==> src/verilog/fixedPkg.sv <==
package fixedPkg;

    // ---------------------------------------------------------------------
    // scalar format
    // ---------------------------------------------------------------------

    // signed Q16.16
    localparam int fixedWidth = 32;
    localparam int fixedFracBits = 16;

    typedef struct packed {
        logic signed [fixedWidth-1:0] value;
    } Fixed;

    // ---------------------------------------------------------------------
    // vector and box
    // ---------------------------------------------------------------------

    // x sits in the top word
    typedef struct packed {
        Fixed x;
        Fixed y;
        Fixed z;
    } Fixed3;

    // min corner first, max corner second
    typedef struct packed {
        Fixed3 min;
        Fixed3 max;
    } Aabb;

    // ---------------------------------------------------------------------
    // arithmetic helpers
    // ---------------------------------------------------------------------

    // plain two's complement add, carry out dropped
    function automatic Fixed fixedAdd(Fixed a, Fixed b);
        Fixed sum;
        sum.value = a.value + b.value;
        return sum;
    endfunction

    // per axis add
    function automatic Fixed3 fixed3Add(Fixed3 a, Fixed3 b);
        Fixed3 sum;
        sum.x = fixedAdd(a.x, b.x);
        sum.y = fixedAdd(a.y, b.y);
        sum.z = fixedAdd(a.z, b.z);
        return sum;
    endfunction

    // one unit, handy for scene setup
    localparam Fixed fixedOne = '{value: 32'sd1 <<< fixedFracBits};

endpackage

==> src/verilog/bvhPkg.sv <==
package bvhPkg;

    import fixedPkg::*;

    // ---------------------------------------------------------------------
    // sizes
    // ---------------------------------------------------------------------

    localparam int coreCount = 2;
    localparam int nodeIndexWidth = 16;
    localparam int nodeDepth = 64;
    localparam int leafDepth = 64;
    localparam int nodeAddrWidth = $clog2(nodeDepth);
    localparam int leafAddrWidth = $clog2(leafDepth);

    // ---------------------------------------------------------------------
    // raw record layout, msb first
    // ---------------------------------------------------------------------

    localparam int byteWidth = 8;
    localparam int primitiveIndexWidth = 32;
    localparam int primitiveCountWidth = 8;

    // six box words then two child refs
    localparam int nodeRawWidth = 6 * fixedWidth + 2 * nodeIndexWidth;
    // start primitive then count
    localparam int leafRawWidth = primitiveIndexWidth + primitiveCountWidth;

    localparam int nodeBytes = nodeRawWidth / byteWidth;
    localparam int leafBytes = leafRawWidth / byteWidth;
    localparam int nodeByteCountWidth = $clog2(nodeBytes);
    localparam int leafByteCountWidth = $clog2(leafBytes);

    localparam logic [primitiveIndexWidth-1:0] nullPrimitiveIndex = '1;

    // ---------------------------------------------------------------------
    // child reference, top bit set means leaf
    // ---------------------------------------------------------------------

    typedef struct packed {
        logic isLeaf;
        logic [nodeIndexWidth-2:0] index;
    } ChildNodeView;

    // low bits hold ~leafIndex
    typedef struct packed {
        logic isLeaf;
        logic [nodeIndexWidth-2:0] invIndex;
    } ChildLeafView;

    typedef union packed {
        ChildNodeView node;
        ChildLeafView leaf;
    } ChildRef;

    // ---------------------------------------------------------------------
    // decoded records
    // ---------------------------------------------------------------------

    typedef struct packed {
        Aabb box;
        ChildRef left;
        ChildRef right;
    } BvhNode;

    typedef struct packed {
        logic [primitiveIndexWidth-1:0] startPrimitive;
        logic [primitiveCountWidth-1:0] numPrimitives;
    } BvhLeaf;

    // what a non-leaf child reports
    localparam BvhLeaf nullLeaf = '{startPrimitive: nullPrimitiveIndex, numPrimitives: '0};

    // ---------------------------------------------------------------------
    // load stream
    // ---------------------------------------------------------------------

    typedef enum logic {
        targetNode = 1'b0,
        targetLeaf = 1'b1
    } LoadTarget;

    typedef struct packed {
        logic valid;
        LoadTarget target;
        logic [byteWidth-1:0] data;
    } LoadByte;

endpackage

==> src/verilog/offsetAabb.sv <==
`timescale 1ns/1ps

module offsetAabb
    import fixedPkg::*;
(
    input  Fixed3 offset,
    input  Aabb   box,
    output Aabb   shifted
);

    // ---------------------------------------------------------------------
    // translate both corners by the scene offset
    // ---------------------------------------------------------------------

    // no saturation, scene is expected to fit
    always_comb begin
        // min corner
        shifted.min = fixed3Add(box.min, offset);
        // max corner, same offset per axis
        shifted.max = fixed3Add(box.max, offset);
    end

endmodule

==> src/verilog/bvhNodeQuery.sv <==
`timescale 1ns/1ps

module bvhNodeQuery
    import fixedPkg::*;
    import bvhPkg::*;
(
    input  logic [nodeRawWidth-1:0] nodeRaw,
    input  Fixed3                   offset,
    output BvhNode                  node
);

    Aabb rawBox;
    Aabb shiftedBox;

    // ---------------------------------------------------------------------
    // unpack, box words from the top down
    // ---------------------------------------------------------------------

    always_comb begin
        rawBox.min.x.value = nodeRaw[nodeRawWidth-1 -: fixedWidth];
        rawBox.min.y.value = nodeRaw[nodeRawWidth-1-fixedWidth -: fixedWidth];
        rawBox.min.z.value = nodeRaw[nodeRawWidth-1-2*fixedWidth -: fixedWidth];
        // max corner follows
        rawBox.max.x.value = nodeRaw[nodeRawWidth-1-3*fixedWidth -: fixedWidth];
        rawBox.max.y.value = nodeRaw[nodeRawWidth-1-4*fixedWidth -: fixedWidth];
        rawBox.max.z.value = nodeRaw[nodeRawWidth-1-5*fixedWidth -: fixedWidth];
    end

    // scene offset
    offsetAabb offset_i (
        .offset (offset),
        .box    (rawBox),
        .shifted(shiftedBox)
    );

    // child refs pass through untouched
    always_comb begin
        node.box = shiftedBox;
        node.left = nodeRaw[2*nodeIndexWidth-1 -: nodeIndexWidth];
        node.right = nodeRaw[nodeIndexWidth-1:0];
    end

endmodule

==> config.mk <==
export PLATFORM = sky130hd
export DESIGN_NAME = bvhNodeQuery
export DESIGN_NICKNAME = d
export VERILOG_FILES = /design/src/verilog/fixedPkg.sv /design/src/verilog/bvhPkg.sv /design/src/verilog/offsetAabb.sv /design/src/verilog/bvhNodeQuery.sv
export SDC_FILE = /design/constraint.sdc
export NUM_CORES = 1
export LEC_CHECK = 0
export BUFFER_PORTS_ARGS = -buffer_cell sky130_fd_sc_hd__buf_2
export CORE_AREA = 4 4 207 209
export DETAILED_ROUTE_END_ITERATION = 6
export DIE_AREA = 0 0 211 213
export GPL_TIMING_DRIVEN = 0
export PLACE_DENSITY_LB_ADDON = 0.2
export SLEW_MARGIN = 40
export SYNTH_ARGS = -nofsm -noshare
export SYNTH_HDL_FRONTEND = slang
export SYNTH_HIERARCHICAL = 1
export SYNTH_SLANG_ARGS = --single-unit
==> constraint.sdc <==
create_clock -name vclk -period 3.1
set_clock_uncertainty 0.15 [all_clocks]
set_input_delay 0.31 -clock vclk [all_inputs]
set_output_delay 0.31 -clock vclk [all_outputs]
set_load 0.01 [all_outputs]
After elaboration in Yosys (flattened, before gate mapping) --
Index checks and enable logic that the tools add are counted.
Cells by class: $add $sub $neg 6
Operators with widths (count):
- $add A32 B32 Y32 | 6
Storage, ports and cells: bits in registers 0, input bits 320, word-level logic and storage cells 6

Depth between registers and ports, before layout --
depth in word-level cells 1, mapped depth 11, mapped depth without buffers 11

Hierarchy --
The synthesis kept the hierarchy.
Modules (own cells, without submodules):
- offsetAabb | sequential area each 0.0 um^2, area an instance 9157.5 um^2, cells an instance 1241, instances 1
- bvhNodeQuery | sequential area each 0.0 um^2, area an instance 240.2 um^2, cells an instance 32, instances 1

Worst setup path before layout --
OpenSTA, ideal clock, no wires.
path kind input port to output port, start point input port offset[32] (netlist bit), end point output port node[90] (netlist bit), arrival time 2507 ps, setup slack 133 ps, buffers on the path 0, cell stages on the path 11, cells stage by stage ha_1 > fa_1 > a21oi_1 > o21ai_1 > o22ai_2 > o21ai_1 > a311oi_4 > o21ai_2 > a21o_1 > a21oi_2 > xnor2_1
RTL lines:
- start, declared | line bvhNodeQuery.sv:8 | input Fixed3 offset,
- end, declared | line bvhNodeQuery.sv:9 | output BvhNode node

==> run summary <==
Yosys cell types = 73
Yosys top cell area share = 24.8%
die width = 211 um
CP Capture Type = primary output
crit-path max FO = 2
setup_tns = -0.00922 ns
Setup WS post-layout = -0.00922 ns
first-pass GRT wire length = 60.0 mm
slew margin rel. = 65.5%
Mapped Nets = 1785
Slew Limit Fails = 0
final instance area = 14700 um2
I/O Buffers = 512
Gate Count Post-Synth = 1273
final period utilization = 100%
register area = 0 um2
Setup-failing EPs final = 1
DRT iter0 DRCs = 468
FFs & Latches = 0
largest net degree at the start of global routing = 11
CP Data Required Time = 2.64 ns
IO Pins = 544
CP Launch Type = primary input
Cell Pwr Density = 259 nW/um2
pre-CTS WS = -0.616 ns
YS warnings = 6
DP HPWL = 34.0 mm
most area-consuming cells after synthesis = ha_1, xnor2_1, a21oi_1
Total Wirelength = 39.9 mm
Final Total Pwr = 3800 uW
DR vias/cell = 4.87
Slew @ Worst Pin = 0.505 ns
initial antenna violation count = 9
Min-Delay Path Class = in2out
vias in the first global route = 11900
failing checks = negative setup slack
routability cong. = 0.881
Finished Core Util = 35.9%
MaxCap Viol Count = 0
placed cell area = 12600 um2
Pleak = 0.00713 uW
Nets = 2382
achievable clock frequency = 322 MHz
synthesized area = 9400 um2
via count of the routed design = 11700
GRT overflow = 0
final critical-path required period = 3.11 ns
Seq/Total Area, Yosys = 0%
initial core utilization = 23.0%
drt wl/cell = 16.6 um
# clk buffers = 0
# rows = 74
drt drc = 0
fraction of layout cells with a size suffix above 1 = 44.4%
status = finished with violations
area leader, netlist = ha_1
critical path class = in2out
VDD IR-drop max = 0.000123 V
antenna viol nets, final = 0
RSZ-0062 raised after global routing = true
final hold violation count = 0
Core ar. = 40800 um2
arrival time at the worst endpoint = 2.65 ns
CTS Hold Bufs = 0
syn_area_per_cell = 7.38 um2
commonest non-fill, non-tap cells in the layout = buf_2, ha_1, a21oi_1
most common cell after layout, fill and taps aside = buf_2
area of the die = 44900 um2
Total Routing Usage GR = 15.7%
area delta synth->final = 56.2%
Chip Height = 213 um
drt first pass iters = 7
==> cell usage after synthesis, drive strengths merged, types with 23 or more instances <==
| master | n |
|---|---|
| o21ai | 85 |
| a21oi | 178 |
| buf | 34 |
| clkbuf | 23 |
| nand3 | 32 |
| nor2 | 71 |
| a21o | 93 |
| nand2 | 87 |
| inv | 41 |
| xor2 | 63 |
| o21bai | 34 |
| xnor2 | 115 |
| ha | 186 |
| o21a | 29 |
==> power by group <==
group | total (uW) | leakage (uW) | switching [uW] | internal (uW)
registers | 0 | 0 | 0 | 0
clock network | 0.000302 | 0.0000000444 | 0 | 0.000302
logic | 3800 | 0.00713 | 2060 | 1740
total | 3800 | 0.00713 | 2060 | 1740
==> worst paths after layout <==
check / cells after the start / end / from / slack [ns]
setup / recovery: 18 / node[198] / offset[64] / -0.009
hold / removal: 2 / node[3] / nodeRaw[3] / 0.65
==> area by class of cell <==
type | instances | area, um2
Antenna cell | 7 | 17.5
Buffer | 51 | 314
Fill cell | 4361 | 26200
Inverter | 41 | 154
Multi-Input combinational cell | 1175 | 10200
Tap cell | 532 | 666
Timing Repair Buffer | 601 | 3370
==> critical path: stages <==
cell and delay [ns]:
buf_8 0.08, ha_4 0.13, fa_2 0.22, a21oi_2 0.07, buf_4 0.13, buf_4 0.13
buf_4 0.13, buf_4 0.13, buf_4 0.13, buf_4 0.13, buf_4 0.13, buf_4 0.12
buf_4 0.12, buf_4 0.12, o21ai_0 0.17, a21oi_1 0.10, xnor2_1 0.16, buf_2 0.15
==> routing by layer <==
layer / part of all wire [%] / vias to the layer above / routed length, um / GRT usage [%]
met5: 0.10 / - / 41 / 0
li1: - / 5926 / - / -
met2: 52 / 360 / 20700 / 30.1
met1: 40 / 5389 / 15900 / 18.6
met3: 7.2 / 34 / 2870 / 3.39
met4: 0.95 / 8 / 379 / 1.32
==> cells by family (layout without fill, tap and decap cells) <==
group	count (synthesis)	after routing	share of synthesized area, %
compound gates	523	523	37.9
xor+xnor	178	178	16.6
fa+ha+maj	192	192	26.0
buf+inv	98	693	5.22
other cells	0	7	0
simple gates	282	282	14.3
==> through the flow <==
stage | hold slack, ns | cells
floorplan | 0.562 | 1273
global placement | 0.656 | 2317
detailed placement | 0.655 | 2317
CTS | 0.655 | 2369
global route | 0.661 | 2401
finish | 0.654 | 2407
==> what timing repair did <==
| action | in CTS | in global routing |
|---|---|---|
| pin swaps | 85 | 113 |
| hold endpoints to repair | 0 | 0 |
| buffers inserted | 56 | 33 |
| resized for setup | 122 | 130 |
| setup endpoints to repair | 65 | 64 |
Note: power is estimated with default switching activity, not from simulation.
