===== config.mk =====
export PLATFORM = sky130hd
export DESIGN_NAME = bvhLeafQuery
export DESIGN_NICKNAME = d
export VERILOG_FILES = /design/src/verilog/fixedPkg.sv /design/src/verilog/bvhPkg.sv /design/src/verilog/bvhLeafQuery.sv
export SDC_FILE = /design/constraint.sdc
export NUM_CORES = 1
export LEC_CHECK = 0
export ABC_AREA = 1
export BUFFER_PORTS_ARGS = -buffer_cell sky130_fd_sc_hd__buf_2
export CAP_MARGIN = 20
export CORE_ASPECT_RATIO = 0.8
export CORE_MARGIN = 3
export CORE_UTILIZATION = 20
export CTS_CLUSTER_DIAMETER = 40
export DETAILED_ROUTE_END_ITERATION = 6
export GPL_TIMING_DRIVEN = 0
export HOLD_SLACK_MARGIN = 0.15
export PLACE_DENSITY = 0.81
export REMOVE_ABC_BUFFERS = 1
export SKIP_CTS_REPAIR_TIMING = 1
export SYNTH_ARGS = -nofsm -noshare
export SYNTH_HDL_FRONTEND = slang
export SYNTH_SLANG_ARGS = --single-unit

===== constraint.sdc =====
create_clock -name clk -period 0.9 [get_ports clk]
set_input_delay 0.09 -clock clk [delete_from_list [all_inputs] [get_ports clk]]
set_output_delay 0.09 -clock clk [all_outputs]
set_load 0.005 [all_outputs]

===== src/verilog/fixedPkg.sv =====
package fixedPkg;

    // ---------------------------------------------------------------------
    // scalar format
    // ---------------------------------------------------------------------

    // signed Q16.16
    localparam int fixedWidth = 32;
    localparam int fixedFracBits = 16;

    typedef struct packed {
        logic signed [fixedWidth-1:0] value;
    } Fixed;

    // ---------------------------------------------------------------------
    // vector and box
    // ---------------------------------------------------------------------

    // x sits in the top word
    typedef struct packed {
        Fixed x;
        Fixed y;
        Fixed z;
    } Fixed3;

    // min corner first, max corner second
    typedef struct packed {
        Fixed3 min;
        Fixed3 max;
    } Aabb;

    // ---------------------------------------------------------------------
    // arithmetic helpers
    // ---------------------------------------------------------------------

    // plain two's complement add, carry out dropped
    function automatic Fixed fixedAdd(Fixed a, Fixed b);
        Fixed sum;
        sum.value = a.value + b.value;
        return sum;
    endfunction

    // per axis add
    function automatic Fixed3 fixed3Add(Fixed3 a, Fixed3 b);
        Fixed3 sum;
        sum.x = fixedAdd(a.x, b.x);
        sum.y = fixedAdd(a.y, b.y);
        sum.z = fixedAdd(a.z, b.z);
        return sum;
    endfunction

    // one unit, handy for scene setup
    localparam Fixed fixedOne = '{value: 32'sd1 <<< fixedFracBits};

endpackage


===== src/verilog/bvhPkg.sv =====
package bvhPkg;

    import fixedPkg::*;

    // ---------------------------------------------------------------------
    // sizes
    // ---------------------------------------------------------------------

    localparam int coreCount = 2;
    localparam int nodeIndexWidth = 16;
    localparam int nodeDepth = 64;
    localparam int leafDepth = 64;
    localparam int nodeAddrWidth = $clog2(nodeDepth);
    localparam int leafAddrWidth = $clog2(leafDepth);

    // ---------------------------------------------------------------------
    // raw record layout, msb first
    // ---------------------------------------------------------------------

    localparam int byteWidth = 8;
    localparam int primitiveIndexWidth = 32;
    localparam int primitiveCountWidth = 8;

    // six box words then two child refs
    localparam int nodeRawWidth = 6 * fixedWidth + 2 * nodeIndexWidth;
    // start primitive then count
    localparam int leafRawWidth = primitiveIndexWidth + primitiveCountWidth;

    localparam int nodeBytes = nodeRawWidth / byteWidth;
    localparam int leafBytes = leafRawWidth / byteWidth;
    localparam int nodeByteCountWidth = $clog2(nodeBytes);
    localparam int leafByteCountWidth = $clog2(leafBytes);

    localparam logic [primitiveIndexWidth-1:0] nullPrimitiveIndex = '1;

    // ---------------------------------------------------------------------
    // child reference, top bit set means leaf
    // ---------------------------------------------------------------------

    typedef struct packed {
        logic isLeaf;
        logic [nodeIndexWidth-2:0] index;
    } ChildNodeView;

    // low bits hold ~leafIndex
    typedef struct packed {
        logic isLeaf;
        logic [nodeIndexWidth-2:0] invIndex;
    } ChildLeafView;

    typedef union packed {
        ChildNodeView node;
        ChildLeafView leaf;
    } ChildRef;

    // ---------------------------------------------------------------------
    // decoded records
    // ---------------------------------------------------------------------

    typedef struct packed {
        Aabb box;
        ChildRef left;
        ChildRef right;
    } BvhNode;

    typedef struct packed {
        logic [primitiveIndexWidth-1:0] startPrimitive;
        logic [primitiveCountWidth-1:0] numPrimitives;
    } BvhLeaf;

    // what a non-leaf child reports
    localparam BvhLeaf nullLeaf = '{startPrimitive: nullPrimitiveIndex, numPrimitives: '0};

    // ---------------------------------------------------------------------
    // load stream
    // ---------------------------------------------------------------------

    typedef enum logic {
        targetNode = 1'b0,
        targetLeaf = 1'b1
    } LoadTarget;

    typedef struct packed {
        logic valid;
        LoadTarget target;
        logic [byteWidth-1:0] data;
    } LoadByte;

endpackage


===== src/verilog/bvhLeafQuery.sv =====
`timescale 1ns/1ps

module bvhLeafQuery
    import bvhPkg::*;
(
    input  logic                     clk,
    input  logic                     reset,
    input  ChildRef                  child,
    output logic [leafAddrWidth-1:0] leafAddr,
    input  logic [leafRawWidth-1:0]  leafRaw,
    output BvhLeaf                   leaf
);

    // flag delayed to match the memory read
    logic isLeafQ;

    // ---------------------------------------------------------------------
    // address side
    // ---------------------------------------------------------------------

    // undo the inversion, drop bits beyond leafDepth
    // node-form children still issue a read, result discarded later
    assign leafAddr = ~child.leaf.invIndex[leafAddrWidth-1:0];

    always_ff @(posedge clk) begin
        if (reset) begin
            isLeafQ <= 1'b0;
        end else begin
            isLeafQ <= child.leaf.isLeaf;
        end
    end

    // ---------------------------------------------------------------------
    // data side
    // ---------------------------------------------------------------------

    always_comb begin
        if (isLeafQ) begin
            // start primitive in the upper word
            leaf.startPrimitive = leafRaw[leafRawWidth-1 -: primitiveIndexWidth];
            leaf.numPrimitives = leafRaw[primitiveCountWidth-1:0];
        end else begin
            // interior child, nothing to test
            leaf = nullLeaf;
        end
    end

endmodule


# Word level (Yosys, flattened, before mapping)
# Cells that the tools add are included.
[totals]
regBits = 1
latch_bits = 0
ram_bits = 0
romBits = 0
in_bits = 58
out_inout_bits = 46
word_cells = 3
memories = 0
[classes]
n_addsub = 0
multipliers = 0
div = 0
magnitude_cmp = 0
n_eq_ne = 0
n_shift = 0
mux = 1
bitwise = 1
n_reduce_logical = 0
[op_table]
columns = ["cell", "n"]
rows = [
  ["two-way mux 40 bit", 1],
  ["NOT 6 bit", 1],
]

# Logic depth before layout (Yosys ltp)
# Gate-level depths: netlist (run 1).
[logic_depth]
depth_word = 1
depth_mapped = 3
ltp_nobuf = 2

# Worst setup path before layout (run 1)
# Ideal clock, no wire load.
[synth_timing]
path_kind = "register to output"
from = "reg isLeafQ"
to = "out leaf[10] in the netlist's numbering"
t_arrival_ps = 580
t_required_ps = 810
slack_ps = 230
path_stages_with_launch = 3
n_path_buf = 1
cell_sequence = "dfxtp_1 > buf_2 > nand2_1"
[synth_rtl]
columns = ["element", "line_no", "source"]
rows = [
  ["start, declared", "bvhLeafQuery.sv:15", "logic isLeafQ;"],
  ["start signal, assigned", "bvhLeafQuery.sv:29", "isLeafQ <= child.leaf.isLeaf;"],
  ["end, declared", "bvhLeafQuery.sv:11", "output BvhLeaf leaf"],
]

==> results of run 1 <==
==> report_power, final <==
| part | internal [uW] | total (uW) | switching (uW) |
|---|---|---|---|
| Combinational | 169 | 293 | 124 |
| Sequential | 46.5 | 49.3 | 2.83 |
| Clock | 0 | 0 | 0 |
| Total | 216 | 343 | 127 |
==> cells by family (layout without fill, tap and decap cells) <==
family                 after synthesis  count (layout)
buffers and inverters               51             144
flip-flops                           1               1
AND/OR/NAND/NOR                     41              41
==> metal layers <==
metal | wire, um | vias up
met4 | 0 | 0
met5 | 0 | -
li1 | - | 414
met2 | 691 | 61
met1 | 569 | 297
met3 | 307 | 0
==> placed cells by master, fill, tap and decap left out, drive strengths merged <==
cell | synthesis | layout
inv | 47 | 47
nor2 | 1 | 1
buf | 4 | 97
nand2 | 40 | 40
dfxtp | 1 | 1
==> layout make-up <==
type                    count  share of cell area
flip-flops and latches      1              0.0268
multi-input cells          41               0.173
inverters                  47               0.199
repair buffers             97               0.570
well taps                  22              0.0310
==> per-stage QoR <==
| step | cell area (sq um) | util | worst slack (ns) | hold slack (ns) | TNS, ns |
|---|---|---|---|---|---|
| 3_3_place_gp | 848 | 0.501 | -0.607 | 0.245 | -23.17 |
| 6_report | 887 | 0.524 | 0.125 | 0.241 | 0 |
| 5_1_grt | 887 | 0.524 | 0.0687 | 0.262 | 0 |
| 4_1_cts | 863 | 0.510 | -0.380 | 0.253 | -10.74 |
| 3_5_place_dp | 863 | 0.510 | -0.380 | 0.253 | -10.73 |
| 2_1_floorplan | 350 | - | -0.267 | 0.161 | -9.50 |
==> final timing paths <==
kind	to	slack, ns	depth (start not counted)
worst max-delay path	leaf[28]	0.12	3
worst min-delay path	isLeafQ	0.24	2
==> summary.md, run 1 <==
| Metric | Value |
|---|---|
| F_max | `1290 MHz` |
| Wire per inst | `7.53 um` |
| Post-synthesis sequential area ratio | `0.0537` |
| Adder-Cell Fraction of Synth Area | `0` |
| Routability cong. | `0.661` |
| Post-route ant nets | `0` |
| Crit-path max FO | `10` |
| Netlist cell types | `6` |
| Die Ht | `44.6 um` |
| Placed Cells | `206` |
| Maximum capacitance violations | `0` |
| IO buf count | `94` |
| Reg area | `23.8 sq um` |
| IO Count | `104` |
| Vias in the first global route | `563` |
| Largest register FFs | `1` |
| Flops & latches, synth | `1` |
| Top cells by count, synth | `inv_1, nand2_1, buf_2` |
| Critical path arrival | `0.69 ns` |
| Via Count | `between 700 and 800` |
| Power density over the cells | `386 mW/mm^2` |
| Final setup vio count | `0` |
| Buf/Inv on CP | `2` |
| Simple-gate share of the synthesized area | `0.413` |
| Final Hold Viols | `0` |
| GR peak layer | `met2` |
| Post-Syn Instances | `93` |
| Register clock-pin slew on the reported worst setup and hold paths | `0 ns` |
| Antenna violations before repair | `0` |
| Share of the clock period used by the worst path | `0.861` |
| Status | `finished clean` |
| Pin count of the biggest net entering global routing | `22` |
| Syn. warnings | `0` |
| Worst path top cell family by delay | `flip-flops` |
| Largest regs | `isLeafQ x1` |
| Crit start category | `register` |
| Met1 Usage GRT | `0.133` |
| Post-Syn Area per Cell | `4.01 sq um` |
| Layout Nets | `246` |
| Critical Path RT | `0.81 ns` |
| Num rows | `13` |
| CP cell instances | `buf_4 -> nand2_1 -> buf_2` |
| Fillers | `196` |
| Largest reg by FF count | `isLeafQ` |
| Mapped Area | `373 sq um` |
| Max transition margin | `0.932` |
| Total GRT Usage | `0.101` |
| Grt total ovfl | `0` |
| Full die area | `0.00242 sq mm` |
| Area growth syn-to-layout | `138%` |
| DRC viols | `0` |
| RSZ-0062 raised after global routing | `no` |
| CP max stage cell | `dfxtp_4` |
| Peak supply drop | `0.000329 V` |
| Die W | `54.3 um` |
| Power, Total | `343 uW` |
| Synth Area in XOR/XNOR | `0` |
| HP Class | `input port to register` |
| Crit path time final | `0.775 ns` |
| Worst Tran Pin Value | `0.101 ns` |
| Initial Util | `0.220` |
| Multi-input gate area | `around 150 sq um` |
| Final wirelength | `1.57 mm` |
| Yosys top cell by area | `inv_1` |
| Via density per instance | `3.71` |
| Ant. Diodes | `0` |
| GR Util met2 | `0.179` |
| Post-synth top flop | `dfxtp_1` |
| Grt met3 use | `0.0202` |
| First drt pass iteration count | `2` |
| First-pass GRT wire length | `2.01 mm` |
| CP peak stage delay | `0.34 ns` |
| Post-synthesis compound-gate area fraction | `0` |
| Post-synth EDFFs | `0` |
| Worst hold path startpoint | `reset` |
| Top cell type's share of synthesized area | `0.473` |
| Slew Limit Fails | `0` |
| Top-count cell post-synth | `inv_1` |
| Largest family of logic cells by synthesized area | `buffers and inverters` |
| Dpl hpwl | `1.38 mm` |
| Pleak | `0.000696 uW` |
| Synth area leaders | `inv_1, nand2_1, dfxtp_1, buf_2, buf_4` |
| CP startpoint | `isLeafQ` |
| Post-synth ARST share | `0` |
| Mux share of post-synthesis cell area | `0` |
| Iter 0 DRT Violations | `3` |
| Worst Setup End Kind | `output pin` |
| Layout cell share with drive strength beyond 1 | `0.527` |
| Critical path class | `register to output pin` |
| Core Footprint | `0.00169 sq mm` |
| Non-Filler Instances | `208` |
Note: power is estimated with default switching activity, not from simulation.
==> inputs of run 2 (changes only) <==
- GPL_TIMING_DRIVEN: 0 -> default
==> run 2 against run 1 <==
Die area unchanged. Wire length is 3.8% lower. Worst setup slack worse by 0.063 ns. Flip-flop and latch count unchanged. Via count shrank 0.52%. Global-route usage increased by 0.14 points. Sequential power is 2% higher. First-iteration DRC count up 67%. Cell count fell by 0.48%. Critical endpoint is now leaf[18]. Largest power group unchanged.
==> summary.md, run 2 (synthesis results as in run 1) <==
| Metric | Value |
|---|---|
| Final wirelength | `1.51 mm` |
| Crit path time final | `approximately 0.84 ns` |
| Via density per instance | `3.71` |
| Area growth syn-to-layout | `136%` |
| Routability cong. | `0.658` |
| RSZ-0062 raised after global routing | `no` |
| Num rows | `13` |
| Psw | `about 130 uW` |
| Sw Share | `0.370` |
| Worst Tran Pin Value | `roughly 0.15 ns` |
| Critical Path RT | `0.81 ns` |
| Clock share of power | `0` |
| Crit start category | `register` |
| Die W | `54.3 um` |
| Max transition margin | `0.898` |
| Final Hold Viols | `0` |
| Largest register FFs | `1` |
| Power density over the cells | `388 mW/mm^2` |
| Final setup vio count | `0` |
| Grt total ovfl | `0` |
| IO buf count | `94` |
| Crit-path max FO | `18` |
| Placed Cells | `between 200 and 250` |
| Full die area | `0.00242 sq mm` |
| Worst hold path startpoint | `reset` |
| Wire per inst | `around 7.3 um` |
| Iter 0 DRT Violations | `5` |
| Via Count | `768` |
| Cell internal pwr | `215 uW` |
| First drt pass iteration count | `2` |
| Register clock-pin slew on the reported worst setup and hold paths | `0 ns` |
| Ant. Diodes | `0` |
| Reg power frac | `0.148` |
| Dpl hpwl | `1.40 mm` |
| Share of the clock period used by the worst path | `0.931` |
| Largest reg by FF count | `isLeafQ` |
| Status | `finished clean` |
| Critical path arrival | `0.75 ns` |
| Post-Layout Inst Area | `880 sq um` |
| DRC viols | `0` |
| Comb pwr share | `0.852` |
| Die Ht | `between 40 and 50 um` |
| Hold depth | `2` |
| Antenna violations before repair | `0` |
| Pin count of the biggest net entering global routing | `23` |
| First-pass GRT wire length | `2.05 mm` |
| Most common cell after layout, fill and taps aside | `buf_2` |
| Pleak | `0.000691 uW` |
| Commonest non-fill, non-tap cells in the layout | `buf_2, inv_1, nand2_1` |
| Post-Place Cell Area | `876 sq um` |
| Critical path class | `register to output pin` |
| Initial Util | `0.220` |
| Post-route ant nets | `0` |
| Vias in the first global route | `586` |
| HP Class | `input port to register` |
| F_max | `1190 MHz` |
| Largest regs | `isLeafQ x1` |
| Slew Limit Fails | `0` |
| Power, Total | `342 uW` |
| Maximum capacitance violations | `0` |
| Total GRT Usage | `0.103` |
| Core Footprint | `0.00169 sq mm` |
| Layout cell share with drive strength beyond 1 | `0.519` |
| WHS Endpoint | `isLeafQ` |
| Non-Filler Instances | `207` |
| IO Count | `104` |
| Peak supply drop | `roughly 0.00033 V` |
| Layout Nets | `between 200 and 250` |
| Worst Setup End Kind | `output pin` |
run 2: per-layer routing:
| layer | global-route usage | share of wire | vias up |
|---|---|---|---|
| met4 | 0 | 0 | 0 |
| met5 | 0 | 0 | - |
| met1 | 0.105 | 0.33 | 295 |
| met3 | 0.0135 | 0.21 | 0 |
| li1 | - | - | 412 |
| met2 | 0.222 | 0.46 | 61 |
run 2: power groups by stage:
stage          registers, uW  logic, uW  clock network [uW]
4_1_cts                 50.2        295                   0
5_1_grt                 50.7        336                   0
6_report                50.5        291                   0
3_5_place_dp            50.2        294                   0
2_1_floorplan           65.0       81.5                   0
3_3_place_gp            50.0        289                   0
run 2: worst max path at each step:
stage	start	to	slack [ns]	depth (start not counted)
final	isLeafQ	leaf[18]	0.06	3
after global routing	isLeafQ	leaf[4]	0.002	4
after CTS	isLeafQ	leaf[8]	0.01	3
after detailed placement	isLeafQ	leaf[8]	0.01	3
after global placement	isLeafQ	leaf[20]	0.03	3
after floorplan	isLeafQ	leaf[0]	-0.27	2
run 2: cell type report:
type | count | area (sq um)
inverter | 47 | 176
multi-input combinational | 41 | 154
fill | 188 | 812
sequential | 1 | 20.0
tap | 22 | 27.5
timing repair buffer | 96 | 502
run 2: worst max-delay path: stages (launching register included):
cell and delay [ns]:
dfxtp_1 0.37, buf_6 0.19, nand2_1 0.07, buf_2 0.12
run 2: through the flow:
| stage | setup TNS [ns] | utilization | hold slack (ns) | setup slack (ns) |
|---|---|---|---|---|
| 2_1_floorplan | -9.50 | - | 0.161 | -0.267 |
| 3_3_place_gp | 0 | 0.518 | 0.246 | 0.0341 |
| 3_5_place_dp | 0 | 0.518 | 0.249 | 0.0150 |
| 4_1_cts | 0 | 0.518 | 0.249 | 0.0150 |
| 5_1_grt | 0 | 0.520 | 0.258 | 0.00182 |
| 6_report | 0 | 0.520 | 0.247 | 0.0621 |
